`src/stream_pkg.sv`:
```
package stream_pkg;

    // One lane carries a single data word.
    localparam int WORD_WIDTH = 16;
    typedef logic [WORD_WIDTH-1:0] word_t;

    // Upper bound on the lane count. The keep vector is sized for it.
    localparam int MAX_ELEMENTS = 8;
    typedef logic [MAX_ELEMENTS-1:0] keep_t;

    // A beat mask holds the keep bits in the low part and the last bit on top.
    localparam int MASK_LAST_BIT = MAX_ELEMENTS;
    typedef logic [MAX_ELEMENTS:0] beat_mask_t;

    function automatic beat_mask_t make_mask(keep_t keep, logic last);
        return {last, keep};
    endfunction

    function automatic keep_t mask_keep(beat_mask_t mask);
        return mask[MAX_ELEMENTS-1:0];
    endfunction

    function automatic logic mask_last(beat_mask_t mask);
        return mask[MASK_LAST_BIT];
    endfunction

endpackage
```
`src/stream_if.sv`:
```
// A single lane of data words with a ready/valid handshake.
interface lane_stream_if;

    logic              valid;
    logic              ready;
    stream_pkg::word_t data;

    modport src (
        output valid,
        output data,
        input  ready
    );

    modport snk (
        input  valid,
        input  data,
        output ready
    );

endinterface

// A full beat of NUM_ELEMENTS words with keep and last.
interface beat_stream_if #(
    parameter int NUM_ELEMENTS = 4
);

    logic                                 valid;
    logic                                 ready;
    stream_pkg::word_t [NUM_ELEMENTS-1:0] data;
    stream_pkg::keep_t                    keep; // Only the low NUM_ELEMENTS bits carry meaning.
    logic                                 last;

    modport src (
        output valid,
        output data,
        output keep,
        output last,
        input  ready
    );

    modport snk (
        input  valid,
        input  data,
        input  keep,
        input  last,
        output ready
    );

endinterface

```
`src/stream_top.sv`:
```
module stream_top #(
    parameter int NUM_ELEMENTS       = 4,
    parameter int LANE_DEPTH         = 4,
    parameter int MAX_IN_TRANSIT     = 8,
    parameter int ENABLE_SKID_BUFFER = 1
) (
    input  logic                                       clk,
    input  logic                                       i_arst_n,

    input  logic                                       i_valid,
    output logic                                       o_ready,
    input  logic [NUM_ELEMENTS*stream_pkg::WORD_WIDTH-1:0] i_data,
    input  logic [NUM_ELEMENTS-1:0]                    i_keep,
    input  logic                                       i_last,

    output logic                                       o_valid,
    input  logic                                       i_ready,
    output logic [NUM_ELEMENTS*stream_pkg::WORD_WIDTH-1:0] o_data,
    output logic [NUM_ELEMENTS-1:0]                    o_keep,
    output logic                                       o_last
);

    stream_pkg::beat_mask_t mask;
    logic                   mask_valid;
    logic                   mask_ready;

    beat_stream_if #(.NUM_ELEMENTS(NUM_ELEMENTS)) beat_in  ();
    beat_stream_if #(.NUM_ELEMENTS(NUM_ELEMENTS)) beat_out ();

    lane_stream_if lane_push [NUM_ELEMENTS] (); // Decoupler to lane FIFOs.
    lane_stream_if lane_pop  [NUM_ELEMENTS] (); // Lane FIFOs to coupler.

    assign beat_in.valid = i_valid;
    assign beat_in.data  = i_data;
    assign beat_in.keep  = stream_pkg::keep_t'(i_keep);
    assign beat_in.last  = i_last;
    assign o_ready       = beat_in.ready;

    assign o_valid        = beat_out.valid;
    assign o_data         = beat_out.data;
    assign o_keep         = beat_out.keep[NUM_ELEMENTS-1:0];
    assign o_last         = beat_out.last;
    assign beat_out.ready = i_ready;

    stream_decoupler #(
        .NUM_ELEMENTS (NUM_ELEMENTS)
    ) decoupler_inst (
        .clk          (clk),
        .i_arst_n     (i_arst_n),
        .in           (beat_in),
        .lanes        (lane_push),
        .o_mask       (mask),
        .o_mask_valid (mask_valid),
        .i_mask_ready (mask_ready)
    );

    for (genvar g = 0; g < NUM_ELEMENTS; g++) begin : g_lane_fifo
        stream_fifo #(
            .DEPTH (LANE_DEPTH),
            .WIDTH ($bits(stream_pkg::word_t))
        ) lane_fifo_inst (
            .clk      (clk),
            .i_arst_n (i_arst_n),
            .i_data   (lane_push[g].data),
            .i_valid  (lane_push[g].valid),
            .o_ready  (lane_push[g].ready),
            .o_data   (lane_pop[g].data),
            .o_valid  (lane_pop[g].valid),
            .i_ready  (lane_pop[g].ready)
        );
    end

    stream_coupler #(
        .NUM_ELEMENTS       (NUM_ELEMENTS),
        .MAX_IN_TRANSIT     (MAX_IN_TRANSIT),
        .ENABLE_SKID_BUFFER (ENABLE_SKID_BUFFER)
    ) coupler_inst (
        .clk          (clk),
        .i_arst_n     (i_arst_n),
        .i_mask       (mask),
        .i_mask_valid (mask_valid),
        .o_mask_ready (mask_ready),
        .lanes        (lane_pop),
        .out          (beat_out)
    );

endmodule

```
`src/stream_coupler.sv`:
```
module stream_coupler #(
    parameter int NUM_ELEMENTS       = 4,
    parameter int MAX_IN_TRANSIT     = 8,
    parameter int ENABLE_SKID_BUFFER = 1
) (
    input  logic                   clk,
    input  logic                   i_arst_n,

    input  stream_pkg::beat_mask_t i_mask,
    input  logic                   i_mask_valid,
    output logic                   o_mask_ready,

    lane_stream_if.snk             lanes [NUM_ELEMENTS],
    beat_stream_if.src             out
);

    stream_pkg::beat_mask_t  cur_mask;
    logic                    cur_mask_valid;
    stream_pkg::keep_t       cur_keep_full;
    logic [NUM_ELEMENTS-1:0] cur_keep;
    logic [NUM_ELEMENTS-1:0] lane_valid;
    logic                    beat_complete;
    logic                    mask_pop;

    beat_stream_if #(.NUM_ELEMENTS(NUM_ELEMENTS)) beat_int ();

    // Masks of beats whose words are still on their way through the lanes.
    stream_fifo #(
        .DEPTH (MAX_IN_TRANSIT),
        .WIDTH ($bits(stream_pkg::beat_mask_t))
    ) mask_fifo_inst (
        .clk      (clk),
        .i_arst_n (i_arst_n),
        .i_data   (i_mask),
        .i_valid  (i_mask_valid),
        .o_ready  (o_mask_ready),
        .o_data   (cur_mask),
        .o_valid  (cur_mask_valid),
        .i_ready  (mask_pop)
    );

    assign cur_keep_full = stream_pkg::mask_keep(cur_mask);
    assign cur_keep      = cur_keep_full[NUM_ELEMENTS-1:0];

    assign beat_complete = cur_mask_valid && ((lane_valid & cur_keep) == cur_keep);
    assign mask_pop      = beat_complete && beat_int.ready;

    for (genvar g = 0; g < NUM_ELEMENTS; g++) begin : g_lane
        assign lane_valid[g]     = lanes[g].valid;
        assign lanes[g].ready    = cur_keep[g] && mask_pop;
        assign beat_int.data[g]  = cur_keep[g] ? lanes[g].data : '0;

        // A word that the current beat leaves out stays at the head of its lane.
        a_unkept_lane_held : assert property (@(posedge clk) disable iff (!i_arst_n)
            lanes[g].valid && !cur_keep[g] |=> lanes[g].valid && $stable(lanes[g].data))
            else $error("Lane popped while its keep bit is clear.");
    end

    assign beat_int.valid = beat_complete;
    assign beat_int.keep  = stream_pkg::keep_t'(cur_keep);
    assign beat_int.last  = stream_pkg::mask_last(cur_mask);

    if (ENABLE_SKID_BUFFER != 0) begin : g_skid
        ndata_skid_buffer #(
            .NUM_ELEMENTS (NUM_ELEMENTS)
        ) skid_inst (
            .clk      (clk),
            .i_arst_n (i_arst_n),
            .in       (beat_int),
            .out      (out)
        );
    end else begin : g_direct
        assign out.valid      = beat_int.valid;
        assign out.data       = beat_int.data;
        assign out.keep       = beat_int.keep;
        assign out.last       = beat_int.last;
        assign beat_int.ready = out.ready;
    end

endmodule

```
`src/stream_decoupler.sv`:
```
module stream_decoupler #(
    parameter int NUM_ELEMENTS = 4
) (
    input  logic                   clk,
    input  logic                   i_arst_n,

    beat_stream_if.snk             in,
    lane_stream_if.src             lanes [NUM_ELEMENTS],

    output stream_pkg::beat_mask_t o_mask,
    output logic                   o_mask_valid,
    input  logic                   i_mask_ready
);

    logic [NUM_ELEMENTS-1:0] kept;
    logic [NUM_ELEMENTS-1:0] lane_ready;
    logic [NUM_ELEMENTS-1:0] lane_push;
    logic                    lanes_ok;  // Every kept lane can take its word.
    logic                    mask_push;

    assign kept = in.keep[NUM_ELEMENTS-1:0];

    // Lanes whose keep bit is clear do not hold the beat back.
    assign lanes_ok = &(lane_ready | ~kept);

    assign in.ready = i_mask_ready && lanes_ok;

    // A beat with no kept element still sends its mask, so last gets through.
    assign o_mask_valid = in.valid && lanes_ok;
    assign o_mask       = stream_pkg::make_mask(stream_pkg::keep_t'(kept), in.last);
    assign mask_push    = o_mask_valid && i_mask_ready;

    for (genvar g = 0; g < NUM_ELEMENTS; g++) begin : g_lane
        assign lane_ready[g] = lanes[g].ready;
        assign lanes[g].data = in.data[g];

        // Only push a word in the same cycle the whole beat is accepted.
        assign lanes[g].valid = in.valid && kept[g] && i_mask_ready && lanes_ok;

        assign lane_push[g] = lanes[g].valid && lanes[g].ready;
    end

    // Lane pushes and the mask push go together, and cover exactly the kept lanes.
    a_lanes_follow_mask : assert property (@(posedge clk) disable iff (!i_arst_n)
        (mask_push || (|lane_push)) |-> (mask_push && (lane_push == kept)))
        else $error("Lane pushes do not match the mask push.");

endmodule

```
`src/ndata_skid_buffer.sv`:
```
module ndata_skid_buffer #(
    parameter int NUM_ELEMENTS = 4
) (
    input logic         clk,
    input logic         i_arst_n,

    beat_stream_if.snk  in,
    beat_stream_if.src  out
);

    typedef enum logic [1:0] {
        SKID_EMPTY,
        SKID_BUSY,  // Main register holds a beat.
        SKID_FULL   // Main and spare both hold a beat.
    } skid_state_e;

    typedef stream_pkg::word_t [NUM_ELEMENTS-1:0] words_t;

    skid_state_e       state;
    skid_state_e       state_next;
    words_t            main_data;
    stream_pkg::keep_t main_keep;
    logic              main_last;
    words_t            spare_data;
    stream_pkg::keep_t spare_keep;
    logic              spare_last;
    logic              in_fire;
    logic              out_fire;
    logic              load_main_in;
    logic              load_main_spare;
    logic              load_spare;

    // Ready comes straight from the state register, which cuts the ready chain.
    assign in.ready  = (state != SKID_FULL);
    assign out.valid = (state != SKID_EMPTY);
    assign out.data  = main_data;
    assign out.keep  = main_keep;
    assign out.last  = main_last;

    assign in_fire  = in.valid && in.ready;
    assign out_fire = out.valid && out.ready;

    always_comb begin
        state_next      = state;
        load_main_in    = 1'b0;
        load_main_spare = 1'b0;
        load_spare      = 1'b0;
        unique case (state)
            SKID_EMPTY: begin
                if (in_fire) begin
                    load_main_in = 1'b1;
                    state_next   = SKID_BUSY;
                end
            end
            SKID_BUSY: begin
                if (in_fire && out_fire) begin
                    load_main_in = 1'b1;
                end else if (in_fire) begin
                    load_spare = 1'b1; // Downstream stalled, park the beat.
                    state_next = SKID_FULL;
                end else if (out_fire) begin
                    state_next = SKID_EMPTY;
                end
            end
            SKID_FULL: begin
                if (out_fire) begin
                    load_main_spare = 1'b1;
                    state_next      = SKID_BUSY;
                end
            end
            default: state_next = SKID_EMPTY;
        endcase
    end

    always_ff @(posedge clk or negedge i_arst_n) begin
        if (!i_arst_n) state <= SKID_EMPTY;
        else           state <= state_next;
    end

    always_ff @(posedge clk) begin
        if (load_main_in) begin
            main_data <= in.data;
            main_keep <= in.keep;
            main_last <= in.last;
        end else if (load_main_spare) begin
            main_data <= spare_data;
            main_keep <= spare_keep;
            main_last <= spare_last;
        end
        if (load_spare) begin
            spare_data <= in.data;
            spare_keep <= in.keep;
            spare_last <= in.last;
        end
    end

    a_out_stable : assert property (@(posedge clk) disable iff (!i_arst_n)
        out.valid && !out.ready |=> out.valid && $stable(out.data)
                                  && $stable(out.keep) && $stable(out.last))
        else $error("Skid buffer output changed while stalled.");

endmodule

```
`src/stream_fifo.sv`:
```
module stream_fifo #(
    parameter int DEPTH = 4,
    parameter int WIDTH = 16
) (
    input  logic             clk,
    input  logic             i_arst_n,

    input  logic [WIDTH-1:0] i_data,
    input  logic             i_valid,
    output logic             o_ready,

    output logic [WIDTH-1:0] o_data,
    output logic             o_valid,
    input  logic             i_ready
);

    localparam int PTR_W = (DEPTH > 1) ? $clog2(DEPTH) : 1;
    localparam int CNT_W = $clog2(DEPTH + 1);

    typedef logic [PTR_W-1:0] ptr_t;
    typedef logic [CNT_W-1:0] count_t;

    logic [WIDTH-1:0] mem [DEPTH];
    ptr_t             wr_ptr;
    ptr_t             rd_ptr;
    count_t           count;      // Entries in memory, the output stage not included.
    count_t           count_next;
    logic             push;
    logic             load;       // Moves the oldest entry into the output stage.
    logic             ready_q;
    logic             out_valid_q;
    logic [WIDTH-1:0] out_data_q;

    function automatic ptr_t next_ptr(ptr_t ptr);
        return (ptr == ptr_t'(DEPTH - 1)) ? '0 : ptr + ptr_t'(1);
    endfunction

    assign push       = i_valid && ready_q;
    assign load       = (count != '0) && (!out_valid_q || i_ready);
    assign count_next = count + count_t'(push) - count_t'(load);

    assign o_ready = ready_q; // Registered, so it never sees this cycle's pop.
    assign o_valid = out_valid_q;
    assign o_data  = out_data_q;

    always_ff @(posedge clk or negedge i_arst_n) begin
        if (!i_arst_n) begin
            wr_ptr      <= '0;
            rd_ptr      <= '0;
            count       <= '0;
            ready_q     <= 1'b0;
            out_valid_q <= 1'b0;
        end else begin
            if (push) wr_ptr <= next_ptr(wr_ptr);
            if (load) rd_ptr <= next_ptr(rd_ptr);
            count   <= count_next;
            ready_q <= (count_next != count_t'(DEPTH));
            if (load) begin
                out_valid_q <= 1'b1;
            end else if (i_ready) begin
                out_valid_q <= 1'b0;
            end
        end
    end

    always_ff @(posedge clk) begin
        if (push) mem[wr_ptr] <= i_data;
        if (load) out_data_q <= mem[rd_ptr];
    end

    // The registered ready must close before the memory overflows.
    a_no_push_full : assert property (@(posedge clk) disable iff (!i_arst_n)
        (count == count_t'(DEPTH)) |-> !push)
        else $error("Push into a full FIFO.");

    // The output stage only turns valid from an entry stored the cycle before.
    a_no_pop_empty : assert property (@(posedge clk) disable iff (!i_arst_n)
        !o_valid ##1 o_valid |-> ($past(count) != '0))
        else $error("Pop from an empty FIFO.");

endmodule

```
`config.mk`:
```
export PLATFORM = sky130hd
export DESIGN_NAME = stream_top
export DESIGN_NICKNAME = d
export VERILOG_FILES = /design/src/stream_pkg.sv /design/src/stream_if.sv /design/src/stream_top.sv /design/src/stream_coupler.sv /design/src/stream_decoupler.sv /design/src/ndata_skid_buffer.sv /design/src/stream_fifo.sv
export SDC_FILE = /design/constraint.sdc
export NUM_CORES = 1
export LEC_CHECK = 0
export BUFFER_PORTS_ARGS = -buffer_cell sky130_fd_sc_hd__buf_2
export CAP_MARGIN = 20
export CORE_MARGIN = 8
export CORE_UTILIZATION = 60
export CTS_CLUSTER_SIZE = 16
export DETAILED_ROUTE_END_ITERATION = 8
export PLACE_DENSITY = 0.79
export SLEW_MARGIN = 20
export SYNTH_ARGS = -nofsm -noshare
export SYNTH_HDL_FRONTEND = slang
export SYNTH_SLANG_ARGS = --single-unit
export TNS_END_PERCENT = 10
```
`constraint.sdc`:
```
create_clock -name clk -period 20.6 [get_ports clk]
set_input_delay 4.12 -clock clk [delete_from_list [all_inputs] [get_ports clk]]
set_output_delay 4.12 -clock clk [all_outputs]
set_load 0.05 [all_outputs]
```
==> results.json <==
{
  "vias": 9463,
  "final_cells": 1685,
  "cts_buffers": 54,
  "ys_ff_latch": 553,
  "cts_hold_buf": 0,
  "start_util_pct": 61.0,
  "cp_slowest_cell": "buf_2",
  "synth_largest_area_cell": "edfxtp_1",
  "core-area_sq_um": 34600,
  "cts.reportedPaths.clkPinSlew_ns": 0.06,
  "postRouteAntennaNets": 0,
  "totalWireLength_mm": 36.7,
  "netlist_top_cells_count": "503 x edfxtp_1, 92 x mux2_2, 80 x and2_1, 74 x mux4_2, 50 x dfrtp_1",
  "cts_resized": 0,
  "place_congestion": 0.758,
  "first_pass_iters": 5,
  "fin_skew_ns": 0.0128,
  "ys_seq_area_share_pct": 77.4,
  "drtIter0Drc": 530,
  "globalRoute.totalOverflow": 0,
  "leakagePower_nw": 8.61,
  "seqPwrFrac_pct": 45.4,
  "fin_crit_ns": 9.10,
  "synthTopCellsByArea": "edfxtp_1 71%, mux4_2 7.9%, dfrtp_1 5.9%",
  "cts.sinks": 553,
  "grt_antenna_before_repair": 1,
  "synth_area_sq_um": 21100,
  "slowest_delay_ns": 0.30,
  "rows": 68,
  "switching_share_pct": 32.9,
  "grt_util_met3_pct": 3.86,
  "fmax_ghz": 0.110,
  "cts_tree": "done",
  "crit_arrival_ns": 4.98,
  "grt_max_degree": 72,
  "portBuffers": 143,
  "comb_power_share_pct": 30.4,
  "clock_path_buffers": 3,
  "p_switching_mw": 1.39,
  "fin_crit_sh_pct": 44.2,
  "synthCells": 1018,
  "cap_violations": 0,
  "synth_edf_count": 503,
  "cts_setup_buffers": 0,
  "hold_violations": 0,
  "area_growth_pct": 14.2,
  "clockRootBuffer": "clkbuf_16",
  "grt_usage_pct": 17.8,
  "die-area_sq_um": 41500,
  "critPathRequiredTime_ns": 16.48,
  "final_layout_size_suffix_gt1_share_pct": 33.1,
  "grt_pass1_wl_mm": 56.9,
  "ys_types": 40,
  "clkPwrFrac_pct": 24.2,
  "yosysWarnings": 0,
  "ys_async_sr_fraction_pct": 9.04,
  "dieHeight_um": 204,
  "chipWidth_um": 204,
  "drv_slew": 0,
  "dp_hpwl_mm": 22.5,
  "grt-busiest-layer": "met2",
  "clock_latency_ns": 0.58,
  "use_met1_pct": 22.4,
  "synth_flop_cell": "edfxtp_1",
  "placed_cells": 1587,
  "fin_tns_setup_ns": 0,
  "relSlewSlack_pct": 30.6,
  "cts.htree.levels": 2,
  "io_pins": 144,
  "cp-end-kind": "output port",
  "syn_avg_cell_area_sq_um": 20.8,
  "drcViolationCount": 0,
  "synth.most_common_cell": "edfxtp_1",
  "grt_pass1_vias": 10000,
  "ir_drop_mv": 0.124,
  "worst_slew_pin_slew_ns": 1.04,
  "crit_type": "in2out",
  "wl_per_cell_um": 21.8,
  "crit_fanout": 10,
  "rsz0062_at_grt": "no",
  "gr-usage-met2_pct": 30.4,
  "vias_per_cell": 5.62,
  "intPower_mw": 2.83,
  "synth_nets": 1133,
  "setup_viol": 0,
  "status": "completed",
  "crit_path_cell_trace": "buf_2, inv_1, o22ai_1, nor3_1, buf_2",
  "synth_top_area_share_pct": 71.5,
  "fin_nets": 1303,
  "hp-class": "reg2reg",
  "cp_common_cell": "buf_2",
  "powerDensity_nw_per_um2": 175,
  "start_kind": "input port"
}
## kinds of logic (layout without fill, tap and decap cells)
group | count (synthesis) | in the layout | share of synthesized area [%]
AND/OR/NAND/NOR | 156 | 156 | 4.51
multiplexers | 168 | 168 | 12.9
AO/OA/AOI/OAI | 14 | 14 | 0.397
flip-flops | 553 | 553 | 77.4
buffers and inverters | 75 | 286 | 1.71
adder cells (fa/ha/maj) | 42 | 42 | 2.66
other | 0 | 1 | 0
XOR/XNOR | 10 | 10 | 0.414
## through the flow
stage | worst slack (ns) | total power, mW | cell area (sq um) | hold slack, ns | utilization (%)
floorplan | 9.11 | 2.91 | 21100 | 0.422 | -
global placement | 11.49 | 3.19 | 22300 | 0.463 | 64.3
detailed placement | 11.50 | 3.25 | 22300 | 0.468 | 64.3
CTS | 11.50 | 4.28 | 24100 | 0.479 | 69.7
global route | 11.45 | 4.44 | 24100 | 0.499 | 69.7
finish | 11.50 | 4.22 | 24100 | 0.479 | 69.7
## final timing paths
| path | start | endpoint | slack (ns) | cells after the start |
|---|---|---|---|---|
| min reg2reg | coupler_inst.mask_fifo_inst.o_data[8]$_DFFE_PP_ | coupler_inst.g_skid.skid_inst.spare_last$_DFFE_PP_ | 0.48 | 0 |
| max | i_keep[0] | o_ready | 11.50 | 5 |
| max reg2reg | coupler_inst.mask_fifo_inst.o_data[0]$_DFFE_PP_ | coupler_inst.mask_fifo_inst.o_ready$_DFF_PN0_ | 16.75 | 12 |
| min | coupler_inst.mask_fifo_inst.o_data[8]$_DFFE_PP_ | coupler_inst.g_skid.skid_inst.spare_last$_DFFE_PP_ | 0.48 | 0 |
| min in group asynchronous | i_arst_n | g_lane_fifo[2].lane_fifo_inst.wr_ptr[1]$_DFFE_PN0P_ | 3.65 | 2 |
| max in group asynchronous | i_arst_n | g_lane_fifo[3].lane_fifo_inst.rd_ptr[0]$_DFFE_PN0P_ | 16.40 | 2 |
## per-layer routing
metal	vias to the layer above	wire length, um
met2	226	18600
met3	73	1990
met1	4858	15100
met4	2	890
li1	4304	-
met5	-	13
## flip-flops by register name (all words and copies together), names as in the netlist, 5 cells and up
register                                  count
coupler_inst.g_skid.skid_inst.out.data       64
coupler_inst.g_skid.skid_inst.spare_data     64
coupler_inst.mask_fifo_inst.mem              40
coupler_inst.mask_fifo_inst.o_data            5
g_lane_fifo.lane_fifo_inst.count             12
g_lane_fifo.lane_fifo_inst.mem              256
g_lane_fifo.lane_fifo_inst.o_data            64
g_lane_fifo.lane_fifo_inst.rd_ptr             8
g_lane_fifo.lane_fifo_inst.wr_ptr             8
## power groups by stage
| stage | registers, mW | logic, mW | clock network, mW |
|---|---|---|---|
| final | 1.91 | 1.28 | 1.02 |
| after global routing | 1.96 | 1.40 | 1.08 |
| after CTS | 1.92 | 1.31 | 1.04 |
| after detailed placement | 1.94 | 1.31 | 0 |
| after global placement | 1.92 | 1.26 | 0 |
| after floorplan | 2.07 | 0.842 | 0 |
## worst max-delay path, delay by kind of cell
| family | cells | cell delay (ns) |
|---|---|---|
| simple gates | 1 | 0.22 |
| buf+inv | 3 | 0.52 |
| compound gates | 1 | 0.11 |
## cells in the final DEF, fill, tap and decap left out, drive strengths merged, types with 2 or more instances in the layout
| cell type | n |
|---|---|
| a21o | 2 |
| a21oi | 2 |
| and2 | 80 |
| buf | 146 |
| bufinv | 10 |
| clkbuf | 67 |
| clkinv | 15 |
| clkinvlp | 5 |
| dfrtp | 50 |
| edfxtp | 503 |
| fa | 5 |
| ha | 37 |
| inv | 43 |
| mux2 | 94 |
| mux4 | 74 |
| nand2 | 19 |
| nand2b | 10 |
| nand3 | 4 |
| nand3b | 2 |
| nor2 | 20 |
| nor2b | 2 |
| nor3 | 9 |
| nor3b | 2 |
| nor4 | 2 |
| nor4b | 2 |
| o21ai | 6 |
| o31ai | 3 |
| or4b | 2 |
| xnor2 | 6 |
| xor2 | 4 |
## final cells by class
cell class,instances,area [sq um]
clock inverters,30,399
well taps,455,569
diodes,1,2.50
repair buffers,146,738
clock buffers,67,1460
fillers,2116,10500
inverters,43,161
multi-input cells,390,4440
flip-flops and latches,553,16400
(Power assumes the default switching activity.)
